===== config.mk =====
export PLATFORM = sky130hd
export DESIGN_NAME = fpga_subsys_top
export DESIGN_NICKNAME = d
export VERILOG_FILES = /design/src/common/fpga_subsys_pkg.sv /design/src/verilog/fpga_subsys_top.sv /design/src/servo/servo_pwm.sv /design/src/verilog/tick_gen.sv /design/src/verilog/reg_file.sv /design/src/spi/spi_slave.sv
export SDC_FILE = /design/constraint.sdc
export NUM_CORES = 1
export LEC_CHECK = 0
export BUFFER_PORTS_ARGS = -buffer_cell sky130_fd_sc_hd__buf_2
export CAP_MARGIN = 20
export CORE_UTILIZATION = 52
export DETAILED_ROUTE_END_ITERATION = 10
export GPL_TIMING_DRIVEN = 0
export PLACE_DENSITY = 0.69
export SLEW_MARGIN = 25
export SYNTH_ARGS = -nofsm -noshare
export SYNTH_HDL_FRONTEND = slang
export SYNTH_HIERARCHICAL = 1
export SYNTH_SLANG_ARGS = --single-unit

===== constraint.sdc =====
create_clock -name clock -period 2.1 [get_ports clock]
set_input_delay 0.105 -clock clock [delete_from_list [all_inputs] [get_ports clock]]
set_output_delay 0.105 -clock clock [all_outputs]
set_load 0.01 [all_outputs]

===== src/common/fpga_subsys_pkg.sv =====
/* Shared widths, register map, SPI frame types and the register
   request struct of the FPGA subsystem */
`default_nettype none

package fpga_subsys_pkg;

    ////////////////////////////////////////////////////////////
    // Widths and counts
    ////////////////////////////////////////////////////////////
    parameter int addr_w    = 6;                // Register address width
    parameter int data_w    = 8;                // Register data width
    parameter int num_servo = 4;                // Servo channels

    typedef logic [addr_w-1:0] addr_t;          // Register address
    typedef logic [data_w-1:0] data_t;          // Register data value

    ////////////////////////////////////////////////////////////
    // Register map
    ////////////////////////////////////////////////////////////
    localparam addr_t reg_servo_ctrl = 6'h00;   // [3:0] enables, [4] LED test
    localparam addr_t reg_servo_pos0 = 6'h01;   // Channel 0 ratio
    localparam addr_t reg_servo_pos1 = 6'h02;
    localparam addr_t reg_servo_pos2 = 6'h03;
    localparam addr_t reg_servo_pos3 = 6'h04;
    localparam addr_t reg_status_led = 6'h05;   // pi, ps4, fault, hot
    localparam addr_t reg_fault      = 6'h06;   // Live motor faults, read only
    localparam addr_t reg_id         = 6'h07;   // Subsystem ID, read only

    localparam data_t subsys_id = 8'hA5;        // Value returned by reg_id

    ////////////////////////////////////////////////////////////
    // SPI framing
    ////////////////////////////////////////////////////////////
    // Command byte, first on the wire
    typedef struct packed {
        logic  write;                           // 1 = write, 0 = read
        logic  rsvd;                            // Unused
        addr_t addr;                            // Target register
    } spi_cmd_t;

    // Receive shifter, command in byte 1 and data in byte 2
    typedef union packed {
        spi_cmd_t cmd;
        data_t    data;
    } spi_frame_u;

    // One-cycle register access from the SPI slave
    typedef struct packed {
        logic  wr_en;                           // Write strobe
        logic  rd_en;                           // Read strobe
        addr_t addr;                            // Register address
        data_t wdata;                           // Write data
    } reg_req_t;

endpackage

`default_nettype wire

===== src/verilog/fpga_subsys_top.sv =====
/* Top level of the FPGA subsystem: SPI slave, register file,
   tick generator and four servo PWM channels */
`timescale 1ns/1ps
`default_nettype none

module fpga_subsys_top #(
    parameter int TICK_DIV = 1024                       // Clocks per servo tick
) (
    input  wire        clock,                           // System clock
    input  wire        reset_n,                         // Async reset, active low
    input  wire        spi_clock,                       // SPI clock
    input  wire        cs_n,                            // SPI chip select
    input  wire        mosi,                            // SPI data in
    input  wire  [3:0] motor_fault,                     // Rotation motor faults
    output wire        miso,                            // SPI data out
    output wire  [3:0] servo_pwm,                       // Servo PWM waves
    output wire        status_fault,                    // Fault LED
    output wire        status_pi,                       // Host connected LED
    output wire        status_ps4,                      // Gamepad connected LED
    output wire        status_debug                     // Debug LED
);

    fpga_subsys_pkg::reg_req_t                               req;         // SPI access
    fpga_subsys_pkg::data_t                                  rdata;       // Read value
    logic                                                    tick;        // Servo tick
    logic [fpga_subsys_pkg::num_servo-1:0]                   servo_en;    // Enables
    fpga_subsys_pkg::data_t [fpga_subsys_pkg::num_servo-1:0] servo_ratio; // Ratios

    spi_slave u_spi (
        .clock     (clock),
        .reset_n   (reset_n),
        .spi_clock (spi_clock),
        .cs_n      (cs_n),
        .mosi      (mosi),
        .rdata     (rdata),
        .miso      (miso),
        .req       (req)
    );

    reg_file u_regs (
        .clock        (clock),
        .reset_n      (reset_n),
        .req          (req),
        .motor_fault  (motor_fault),
        .rdata        (rdata),
        .servo_en     (servo_en),
        .servo_ratio  (servo_ratio),
        .status_fault (status_fault),
        .status_pi    (status_pi),
        .status_ps4   (status_ps4),
        .status_debug (status_debug)
    );

    tick_gen #(
        .TICK_DIV (TICK_DIV)
    ) u_tick (
        .clock   (clock),
        .reset_n (reset_n),
        .tick    (tick)
    );

    ////////////////////////////////////////////////////////////
    // Servo channels
    ////////////////////////////////////////////////////////////
    for (genvar i = 0; i < fpga_subsys_pkg::num_servo; i++) begin : g_servo
        servo_pwm u_pwm (
            .clock   (clock),
            .reset_n (reset_n),
            .tick    (tick),
            .enable  (servo_en[i]),
            .ratio   (servo_ratio[i]),
            .pwm_out (servo_pwm[i])
        );
    end

endmodule

`default_nettype wire


===== src/servo/servo_pwm.sv =====
/* One servo PWM channel, 256 ticks per period, with ratio and enable
   taken at the period boundary */
`timescale 1ns/1ps
`default_nettype none

module servo_pwm (
    input  wire                          clock,     // System clock
    input  wire                          reset_n,   // Async reset, active low
    input  wire                          tick,      // Period step enable
    input  wire                          enable,    // Requested channel enable
    input  wire fpga_subsys_pkg::data_t  ratio,     // Requested high ticks
    output logic                         pwm_out    // Servo PWM wave
);

    logic [7:0]              period_cnt;            // Ticks into the period
    fpga_subsys_pkg::data_t  ratio_q;               // Active ratio
    logic                    enable_q;              // Active enable

    always_ff @(posedge clock or negedge reset_n) begin
        if (!reset_n) begin
            period_cnt <= '0;
            ratio_q    <= '0;
            enable_q   <= 1'b0;
            pwm_out    <= 1'b0;
        end else begin
            if (tick) begin
                period_cnt <= period_cnt + 8'd1;    // Wraps to 0 after 255
                if (period_cnt == 8'hff) begin      // Period boundary
                    ratio_q  <= ratio;
                    enable_q <= enable;
                end
            end
            pwm_out <= enable_q && (period_cnt < ratio_q); // First ratio ticks high
        end
    end

endmodule

`default_nettype wire


===== src/verilog/tick_gen.sv =====
/* Clock divider producing a one-cycle tick every TICK_DIV clocks */
`timescale 1ns/1ps
`default_nettype none

module tick_gen #(
    parameter int TICK_DIV = 1024                       // Clocks per tick
) (
    input  wire  clock,                                 // System clock
    input  wire  reset_n,                               // Async reset, active low
    output logic tick                                   // One clock high per period
);

    localparam int cnt_w = (TICK_DIV > 1) ? $clog2(TICK_DIV) : 1;

    logic [cnt_w-1:0] div_cnt;                          // Divider count
    logic             wrap;                             // Last count of the period

    assign wrap = (div_cnt == cnt_w'(TICK_DIV - 1));

    always_ff @(posedge clock or negedge reset_n) begin
        if (!reset_n) begin
            div_cnt <= '0;
            tick    <= 1'b0;
        end else begin
            div_cnt <= wrap ? '0 : div_cnt + 1'b1;
            tick    <= wrap;                            // Pulse on the wrap
        end
    end

endmodule

`default_nettype wire


===== src/verilog/reg_file.sv =====
/* Register storage, address decode, read mux and status-LED
   multiplexing with lamp test */
`timescale 1ns/1ps
`default_nettype none

module reg_file (
    input  wire                                 clock,          // System clock
    input  wire                                 reset_n,        // Async reset, active low
    input  wire fpga_subsys_pkg::reg_req_t      req,            // Access from SPI
    input  wire [3:0]                           motor_fault,    // Rotation motor faults
    output fpga_subsys_pkg::data_t              rdata,          // Read value of req.addr
    output logic [fpga_subsys_pkg::num_servo-1:0] servo_en,     // Channel enables
    output fpga_subsys_pkg::data_t [fpga_subsys_pkg::num_servo-1:0] servo_ratio,
    output logic                                status_fault,   // Fault LED
    output logic                                status_pi,      // Host connected LED
    output logic                                status_ps4,     // Gamepad connected LED
    output logic                                status_debug    // Debug LED
);

    fpga_subsys_pkg::data_t                                 servo_ctrl;  // Enables, LED test
    fpga_subsys_pkg::data_t [fpga_subsys_pkg::num_servo-1:0] servo_pos;  // Channel ratios
    fpga_subsys_pkg::data_t                                 status_led;  // LED control bits
    logic                                                   led_test;    // Lamp test mode

    ////////////////////////////////////////////////////////////
    // Register writes
    ////////////////////////////////////////////////////////////
    always_ff @(posedge clock or negedge reset_n) begin
        if (!reset_n) begin
            servo_ctrl <= '0;
            servo_pos  <= '0;
            status_led <= '0;
        end else if (req.wr_en) begin
            if (req.addr == fpga_subsys_pkg::reg_servo_ctrl) begin
                servo_ctrl <= req.wdata;
            end
            if (req.addr == fpga_subsys_pkg::reg_status_led) begin
                status_led <= req.wdata;
            end
            for (int i = 0; i < fpga_subsys_pkg::num_servo; i++) begin
                if (req.addr == fpga_subsys_pkg::addr_t'(fpga_subsys_pkg::reg_servo_pos0 + i))
                begin
                    servo_pos[i] <= req.wdata;          // Consecutive position regs
                end
            end
        end
    end

    ////////////////////////////////////////////////////////////
    // Read mux
    ////////////////////////////////////////////////////////////
    always_comb begin
        case (req.addr)
            fpga_subsys_pkg::reg_servo_ctrl: rdata = servo_ctrl;
            fpga_subsys_pkg::reg_servo_pos0: rdata = servo_pos[0];
            fpga_subsys_pkg::reg_servo_pos1: rdata = servo_pos[1];
            fpga_subsys_pkg::reg_servo_pos2: rdata = servo_pos[2];
            fpga_subsys_pkg::reg_servo_pos3: rdata = servo_pos[3];
            fpga_subsys_pkg::reg_status_led: rdata = status_led;
            fpga_subsys_pkg::reg_fault:
                rdata = {{(fpga_subsys_pkg::data_w-4){1'b0}}, motor_fault}; // Live inputs
            fpga_subsys_pkg::reg_id:         rdata = fpga_subsys_pkg::subsys_id;
            default:                         rdata = '0;  // Unmapped
        endcase
    end

    ////////////////////////////////////////////////////////////
    // Servo controls and status LEDs
    ////////////////////////////////////////////////////////////
    assign servo_en    = servo_ctrl[fpga_subsys_pkg::num_servo-1:0];
    assign servo_ratio = servo_pos;
    assign led_test    = servo_ctrl[4];

    assign status_fault = led_test ? status_led[2] : |motor_fault;  // fault_led or any fault
    assign status_pi    = led_test ? 1'b1          : status_led[0]; // pi_connected
    assign status_ps4   = led_test ? 1'b1          : status_led[1]; // ps4_connected
    assign status_debug = led_test ? status_led[3] : 1'b1;          // motor_hot in test

endmodule

`default_nettype wire


===== src/spi/spi_slave.sv =====
/* SPI mode-0 slave: pin synchronizers, edge detect, 16-bit framing,
   register request strobes and the read-data transmit shifter */
`timescale 1ns/1ps
`default_nettype none

module spi_slave (
    input  wire                             clock,      // System clock
    input  wire                             reset_n,    // Async reset, active low
    input  wire                             spi_clock,  // SPI clock pin
    input  wire                             cs_n,       // Chip select pin
    input  wire                             mosi,       // Master out slave in
    input  wire fpga_subsys_pkg::data_t     rdata,      // Register read value
    output logic                            miso,       // Master in slave out
    output fpga_subsys_pkg::reg_req_t       req         // Register request
);

    logic [2:0]                   sclk_sync;   // Two sync flops plus edge delay
    logic [1:0]                   cs_sync;     // Chip select sync
    logic [1:0]                   mosi_sync;   // Data sync
    logic                         spi_rise;    // Sampling edge
    logic                         spi_fall;    // Shift-out edge
    logic                         selected;    // Transfer in progress
    logic [3:0]                   bit_cnt;     // Bits received in this frame
    fpga_subsys_pkg::spi_frame_u  frame;       // Receive shifter
    fpga_subsys_pkg::spi_frame_u  frame_nxt;   // Shifter with the new bit
    fpga_subsys_pkg::spi_cmd_t    cmd;         // Latched command byte
    fpga_subsys_pkg::data_t       tx_shift;    // Transmit shifter

    ////////////////////////////////////////////////////////////
    // Pin synchronizers and edge detect
    ////////////////////////////////////////////////////////////
    always_ff @(posedge clock or negedge reset_n) begin
        if (!reset_n) begin
            sclk_sync <= '0;
            cs_sync   <= 2'b11;                             // Deselected
            mosi_sync <= '0;
        end else begin
            sclk_sync <= {sclk_sync[1:0], spi_clock};
            cs_sync   <= {cs_sync[0], cs_n};
            mosi_sync <= {mosi_sync[0], mosi};
        end
    end

    assign selected = ~cs_sync[1];
    assign spi_rise = selected & sclk_sync[1] & ~sclk_sync[2];
    assign spi_fall = selected & ~sclk_sync[1] & sclk_sync[2];

    // Next shifter value, MSB first
    always_comb begin
        frame_nxt.data = {frame.data[6:0], mosi_sync[1]};
    end

    ////////////////////////////////////////////////////////////
    // Framing and register requests
    ////////////////////////////////////////////////////////////
    always_ff @(posedge clock or negedge reset_n) begin
        if (!reset_n) begin
            bit_cnt  <= '0;
            frame    <= '0;
            cmd      <= '0;
            tx_shift <= '0;
            miso     <= 1'b0;
            req      <= '0;
        end else begin
            req.wr_en <= 1'b0;                              // Strobes last one cycle
            req.rd_en <= 1'b0;
            if (!selected) begin                            // Abort partial frame
                bit_cnt  <= '0;
                tx_shift <= '0;
                miso     <= 1'b0;
            end else begin
                if (spi_rise) begin
                    bit_cnt <= bit_cnt + 4'd1;              // Wraps after 16 bits
                    frame   <= frame_nxt;
                    if (bit_cnt == 4'd7) begin              // Command byte complete
                        cmd       <= frame_nxt.cmd;
                        req.addr  <= frame_nxt.cmd.addr;
                        req.rd_en <= ~frame_nxt.cmd.write;
                    end
                    if (bit_cnt == 4'd15 && cmd.write) begin // Data byte complete
                        req.wr_en <= 1'b1;
                        req.addr  <= cmd.addr;
                        req.wdata <= frame_nxt.data;
                    end
                end
                if (req.rd_en) begin
                    tx_shift <= rdata;                      // Capture read value
                end else if (spi_fall) begin
                    miso     <= tx_shift[7];                // Drive next bit
                    tx_shift <= {tx_shift[6:0], 1'b0};
                end
            end
        end
    end

endmodule

`default_nettype wire


==> flow_metrics.tcl <==
set metrics [dict create \
    p_sw_mw 1.53 \
    ys.flop_type "dfrtp_1" \
    synth.largest_area_cell "dfrtp_1" \
    setup_tns_ns 0 \
    synthCells 674 \
    dp.cells 913 \
    root_buffer "clkbuf_16" \
    skew_ns 0.0164 \
    timing_hold_violations_final 0 \
    coreArea_um2 16600 \
    drv_slew 0 \
    layoutNonFillerInstCount 952 \
    vias 5381 \
    grt_pass1_vias 5641 \
    crit_cells 8 \
    io_pins 18 \
    slowest_delay_ns 0.45 \
    synth_area_um2 8840 \
    ys_top_cells_by_area "dfrtp_1 (51%), mux2_4 (8.8%), mux2_2 (7.6%), ha_1 (4.8%), nand4_4 (1.9%)" \
    synth_top_family_by_area "multiplexers" \
    diodes 0 \
    die_x_um 132 \
    startpoint "u_spi/req[10]$_DFFE_PN0P_" \
    overflow 0 \
    clk_pin_slew_ns 0.08 \
    yosysSeqAreaShare_pct 51.3 \
    setup_viol 0 \
    power_frac_comb_pct 2.4 \
    crit_chain "clkbuf_4, mux2_2, nand2_1, o211ai_1, a22o_1, mux2i_1, nor2_1, mux2_2" \
    synth_adder_area_share_pct 4.81 \
    netSwitchingFraction_pct 21.9 \
    clock_sinks 181 \
    fin_nets 762 \
    status "completed" \
    rsz0062_at_grt "yes" \
    drive_gt1_share_pct 29.9 \
    cts_buffers 17 \
    routed_wl_mm 17.4 \
    seqPwrFrac_pct 51.0 \
    synth_edf_count 0 \
    max-clock-path-buffers 2 \
    leakage_nw 4.91 \
    hpwl_mm 12.4 \
    start_util_pct 53.3 \
    rr_endpoint "u_spi/tx_shift[5]$_DFFE_PN0P_" \
    r2r_cells 8 \
    worstSetupPathType "flip-flop to flip-flop" \
    syn_to_final_growth_pct 12.7 \
    synth_mux_area_share_pct 18.7 \
    fin_crit_sh_pct 96.4 \
    dr.pass1.iters 5 \
    yosys.area.top_type_share_pct 50.7 \
    crit_path_frequent_cell "mux2_2" \
    ys_ff_latch 181 \
    drt-initial-drc-count 276 \
    fillerInstances 1322 \
    tightest_slew_ns 0.697 \
    worstPathRequired_ns 2.42 \
    grt_pass1_wl_mm 29.6 \
    grt_antenna_before_repair 0 \
    fin_crit_ns 2.03 \
    dieArea_um2 17500 \
    crit_buf_inv 1 \
    async_flop_share_pct 100 \
    drv_cap 0 \
    synthSimpleGateAreaFrac_pct 11.6 \
    drt-vias-per-instance 5.65 \
    arrival_ns 2.35 \
    power_density_nw_per_um2 701 \
    worstSetupStartpointType "flip-flop" \
    critPathCapture "u_spi/tx_shift[5]$_DFFE_PN0P_" \
    max_slew_margin_pct 53.2 \
    yosys_warnings 6 \
    crit_fanout 10 \
    synth_compound_area_share_pct 6.95 \
    synth_xor_area_share_pct 3.37 \
    synth_area_per_cell_um2 13.1 \
    h-tree-depth 4 \
    clock_power_share_pct 46.6 \
    syn-num-nets 717 \
    routedWlPerCell_um 18.2 \
    worstSetupEndpointType "flip-flop" \
    cp_top_family "multiplexers" \
    grt_max_degree 77 \
    drtAntennaViolNets 0 \
    timing.rr.start "u_spi/req[10]$_DFFE_PN0P_" \
    rrSetupSlack_ns 0.07 \
    die_h_um 132 \
    synth.distinct_cells 61 \
    max-vdd-ir-drop_mv 0.625 \
    place.gp.congestion 0.905 \
    port_buffers 17 \
    clock_latency_ns 0.43 \
    drcViolationCount 0 \
    grtUsageTotal_pct 21.6 \
    cts_tree "built" \
    crit_path_top_delay_cell "dfrtp_1" \
    core.rowCount 47 \
    p_int_mw 5.46 \
    fmax_mhz 494 \
    hp-class "input port to async pin" \
]
## per-stage QoR
step                      utilization, %  instance area (um2)  setup slack [ns]  hold WS, ns  total power [mW]
after floorplan                        -                 8840             0.213       -0.191              3.67
after global placement              55.5                 9200             -1.83        0.210              3.77
after detailed placement            55.9                 9270           -0.0938      0.00607              3.80
after CTS                           60.0                 9950           0.00994        0.150              7.08
after global routing                60.1                 9970           -0.0138        0.165              7.25
final                               60.1                 9970            0.0750        0.161              6.99
## sequential cells by signal, indices dropped and copies added, names as in the netlist, 7 cells and up
name and count:
g_servo.u_pwm/period_cnt 32, g_servo.u_pwm/ratio_q 32, u_regs/servo_ctrl 8, u_regs/servo_ratio 32
u_regs/status_led 8, u_spi/cmd 7, u_spi/frame 7, u_spi/req 16
u_spi/tx_shift 8, u_tick/div_cnt 10
## cell usage in the layout (no fill, tap or decap), types with 4 or more instances in the layout
cell type / synthesis / layout
nand2_1: 34 / 34
a211oi_1: 5 / 5
nor2_8: 4 / 4
o21ai_0: 11 / 10
buf_2: 6 / 20
dlygate4sd3_1: 0 / 4
a21oi_1: 11 / 11
nand3_1: 6 / 6
clkbuf_1: 7 / 7
buf_6: 2 / 4
nand4_4: 8 / 8
o211ai_1: 8 / 8
and3_1: 10 / 10
nand4b_1: 6 / 6
a21o_1: 4 / 4
nor2_1: 26 / 26
ha_1: 34 / 34
inv_1: 39 / 39
nor3b_1: 6 / 6
o21ai_1: 5 / 6
mux2_4: 52 / 52
xnor2_1: 17 / 17
buf_4: 8 / 12
clkbuf_16: 0 / 17
nand4_1: 9 / 9
mux2_2: 60 / 60
mux2i_1: 13 / 13
o2111a_1: 4 / 4
a221oi_1: 10 / 10
nand2b_1: 8 / 8
dfrtp_1: 179 / 178
nand2_2: 4 / 4
o22ai_1: 7 / 7
xor2_1: 17 / 17
a31oi_1: 5 / 5
## synthesized netlist by cell type (all sizes together) (7+ instances only)
library cell / number
xnor2: 17
a21oi: 11
nand3: 7
clkbuf: 7
nor2: 31
and3: 10
nand2b: 8
inv: 39
nand4: 17
nor3b: 7
mux2: 112
a221oi: 10
dfrtp: 179
buf: 18
o22ai: 7
o211ai: 8
mux2i: 13
o21ai: 16
xor2: 17
ha: 34
nand2: 39
## logic make-up after synthesis
kind of cell | Yosys count
DFF | 181
and+or+nand+nor | 146
muxes | 128
AOI/OAI and AO/OA | 87
buffers and inverters | 64
xor gates and xnor gates | 34
adders and majority gates | 34
## what timing repair did
action,4_1_cts,5_1_grt
resized for setup,2,8
setup buffers,4,0
hold endpoints to repair,182,0
pin swaps,1,2
hold buffers,4,0
endpoints found under the setup margin,4,12
## layout make-up
type | instances | area, um2 | area share (%)
Buffer | 24 | 159 | 1.59
Clock inverter | 14 | 176 | 1.77
Tap cell | 220 | 275 | 2.76
Timing Repair Buffer | 27 | 220 | 2.21
Sequential cell | 181 | 4530 | 45.5
Inverter | 39 | 146 | 1.47
Clock buffer | 18 | 429 | 4.31
Multi-Input combinational cell | 429 | 4030 | 40.4
## power by group through the flow
stage          Sequential [mW]  Combinational, mW  Clock, mW
6_report                  3.57              0.168       3.26
5_1_grt                   3.57              0.197       3.49
4_1_cts                   3.56              0.174       3.34
3_5_place_dp              3.63              0.166          0
3_3_place_gp              3.63              0.145          0
2_1_floorplan             3.61             0.0540          0
## how the worst min path moves through the flow
| stage | from | to | slack (ns) | cells after the start |
|---|---|---|---|---|
| 3_5_place_dp | reset_n | g_servo[3].u_pwm/pwm_out$_DFF_PN0_ | 0.006 | 1 |
| 4_1_cts | reset_n | g_servo[0].u_pwm/period_cnt[2]$_DFFE_PN0P_ | 0.15 | 2 |
| 2_1_floorplan | reset_n | g_servo[0].u_pwm/enable_q$_DFFE_PN0P_ | -0.19 | 0 |
| 6_report | reset_n | g_servo[3].u_pwm/pwm_out$_DFF_PN0_ | 0.16 | 2 |
| 3_3_place_gp | cs_n | u_spi/cs_sync[0]$_DFF_PN1_ | 0.21 | 1 |
| 5_1_grt | reset_n | g_servo[0].u_pwm/period_cnt[2]$_DFFE_PN0P_ | 0.17 | 2 |
## per-layer routing
layer	vias up	global-route usage (%)	share of wire, %
met5	-	0	0
met4	0	7.66	2.2
met3	27	4.58	3.0
met2	116	35.0	49
met1	2718	28.7	46
li1	2520	-	-
Note: power is estimated with default switching activity, not from simulation.
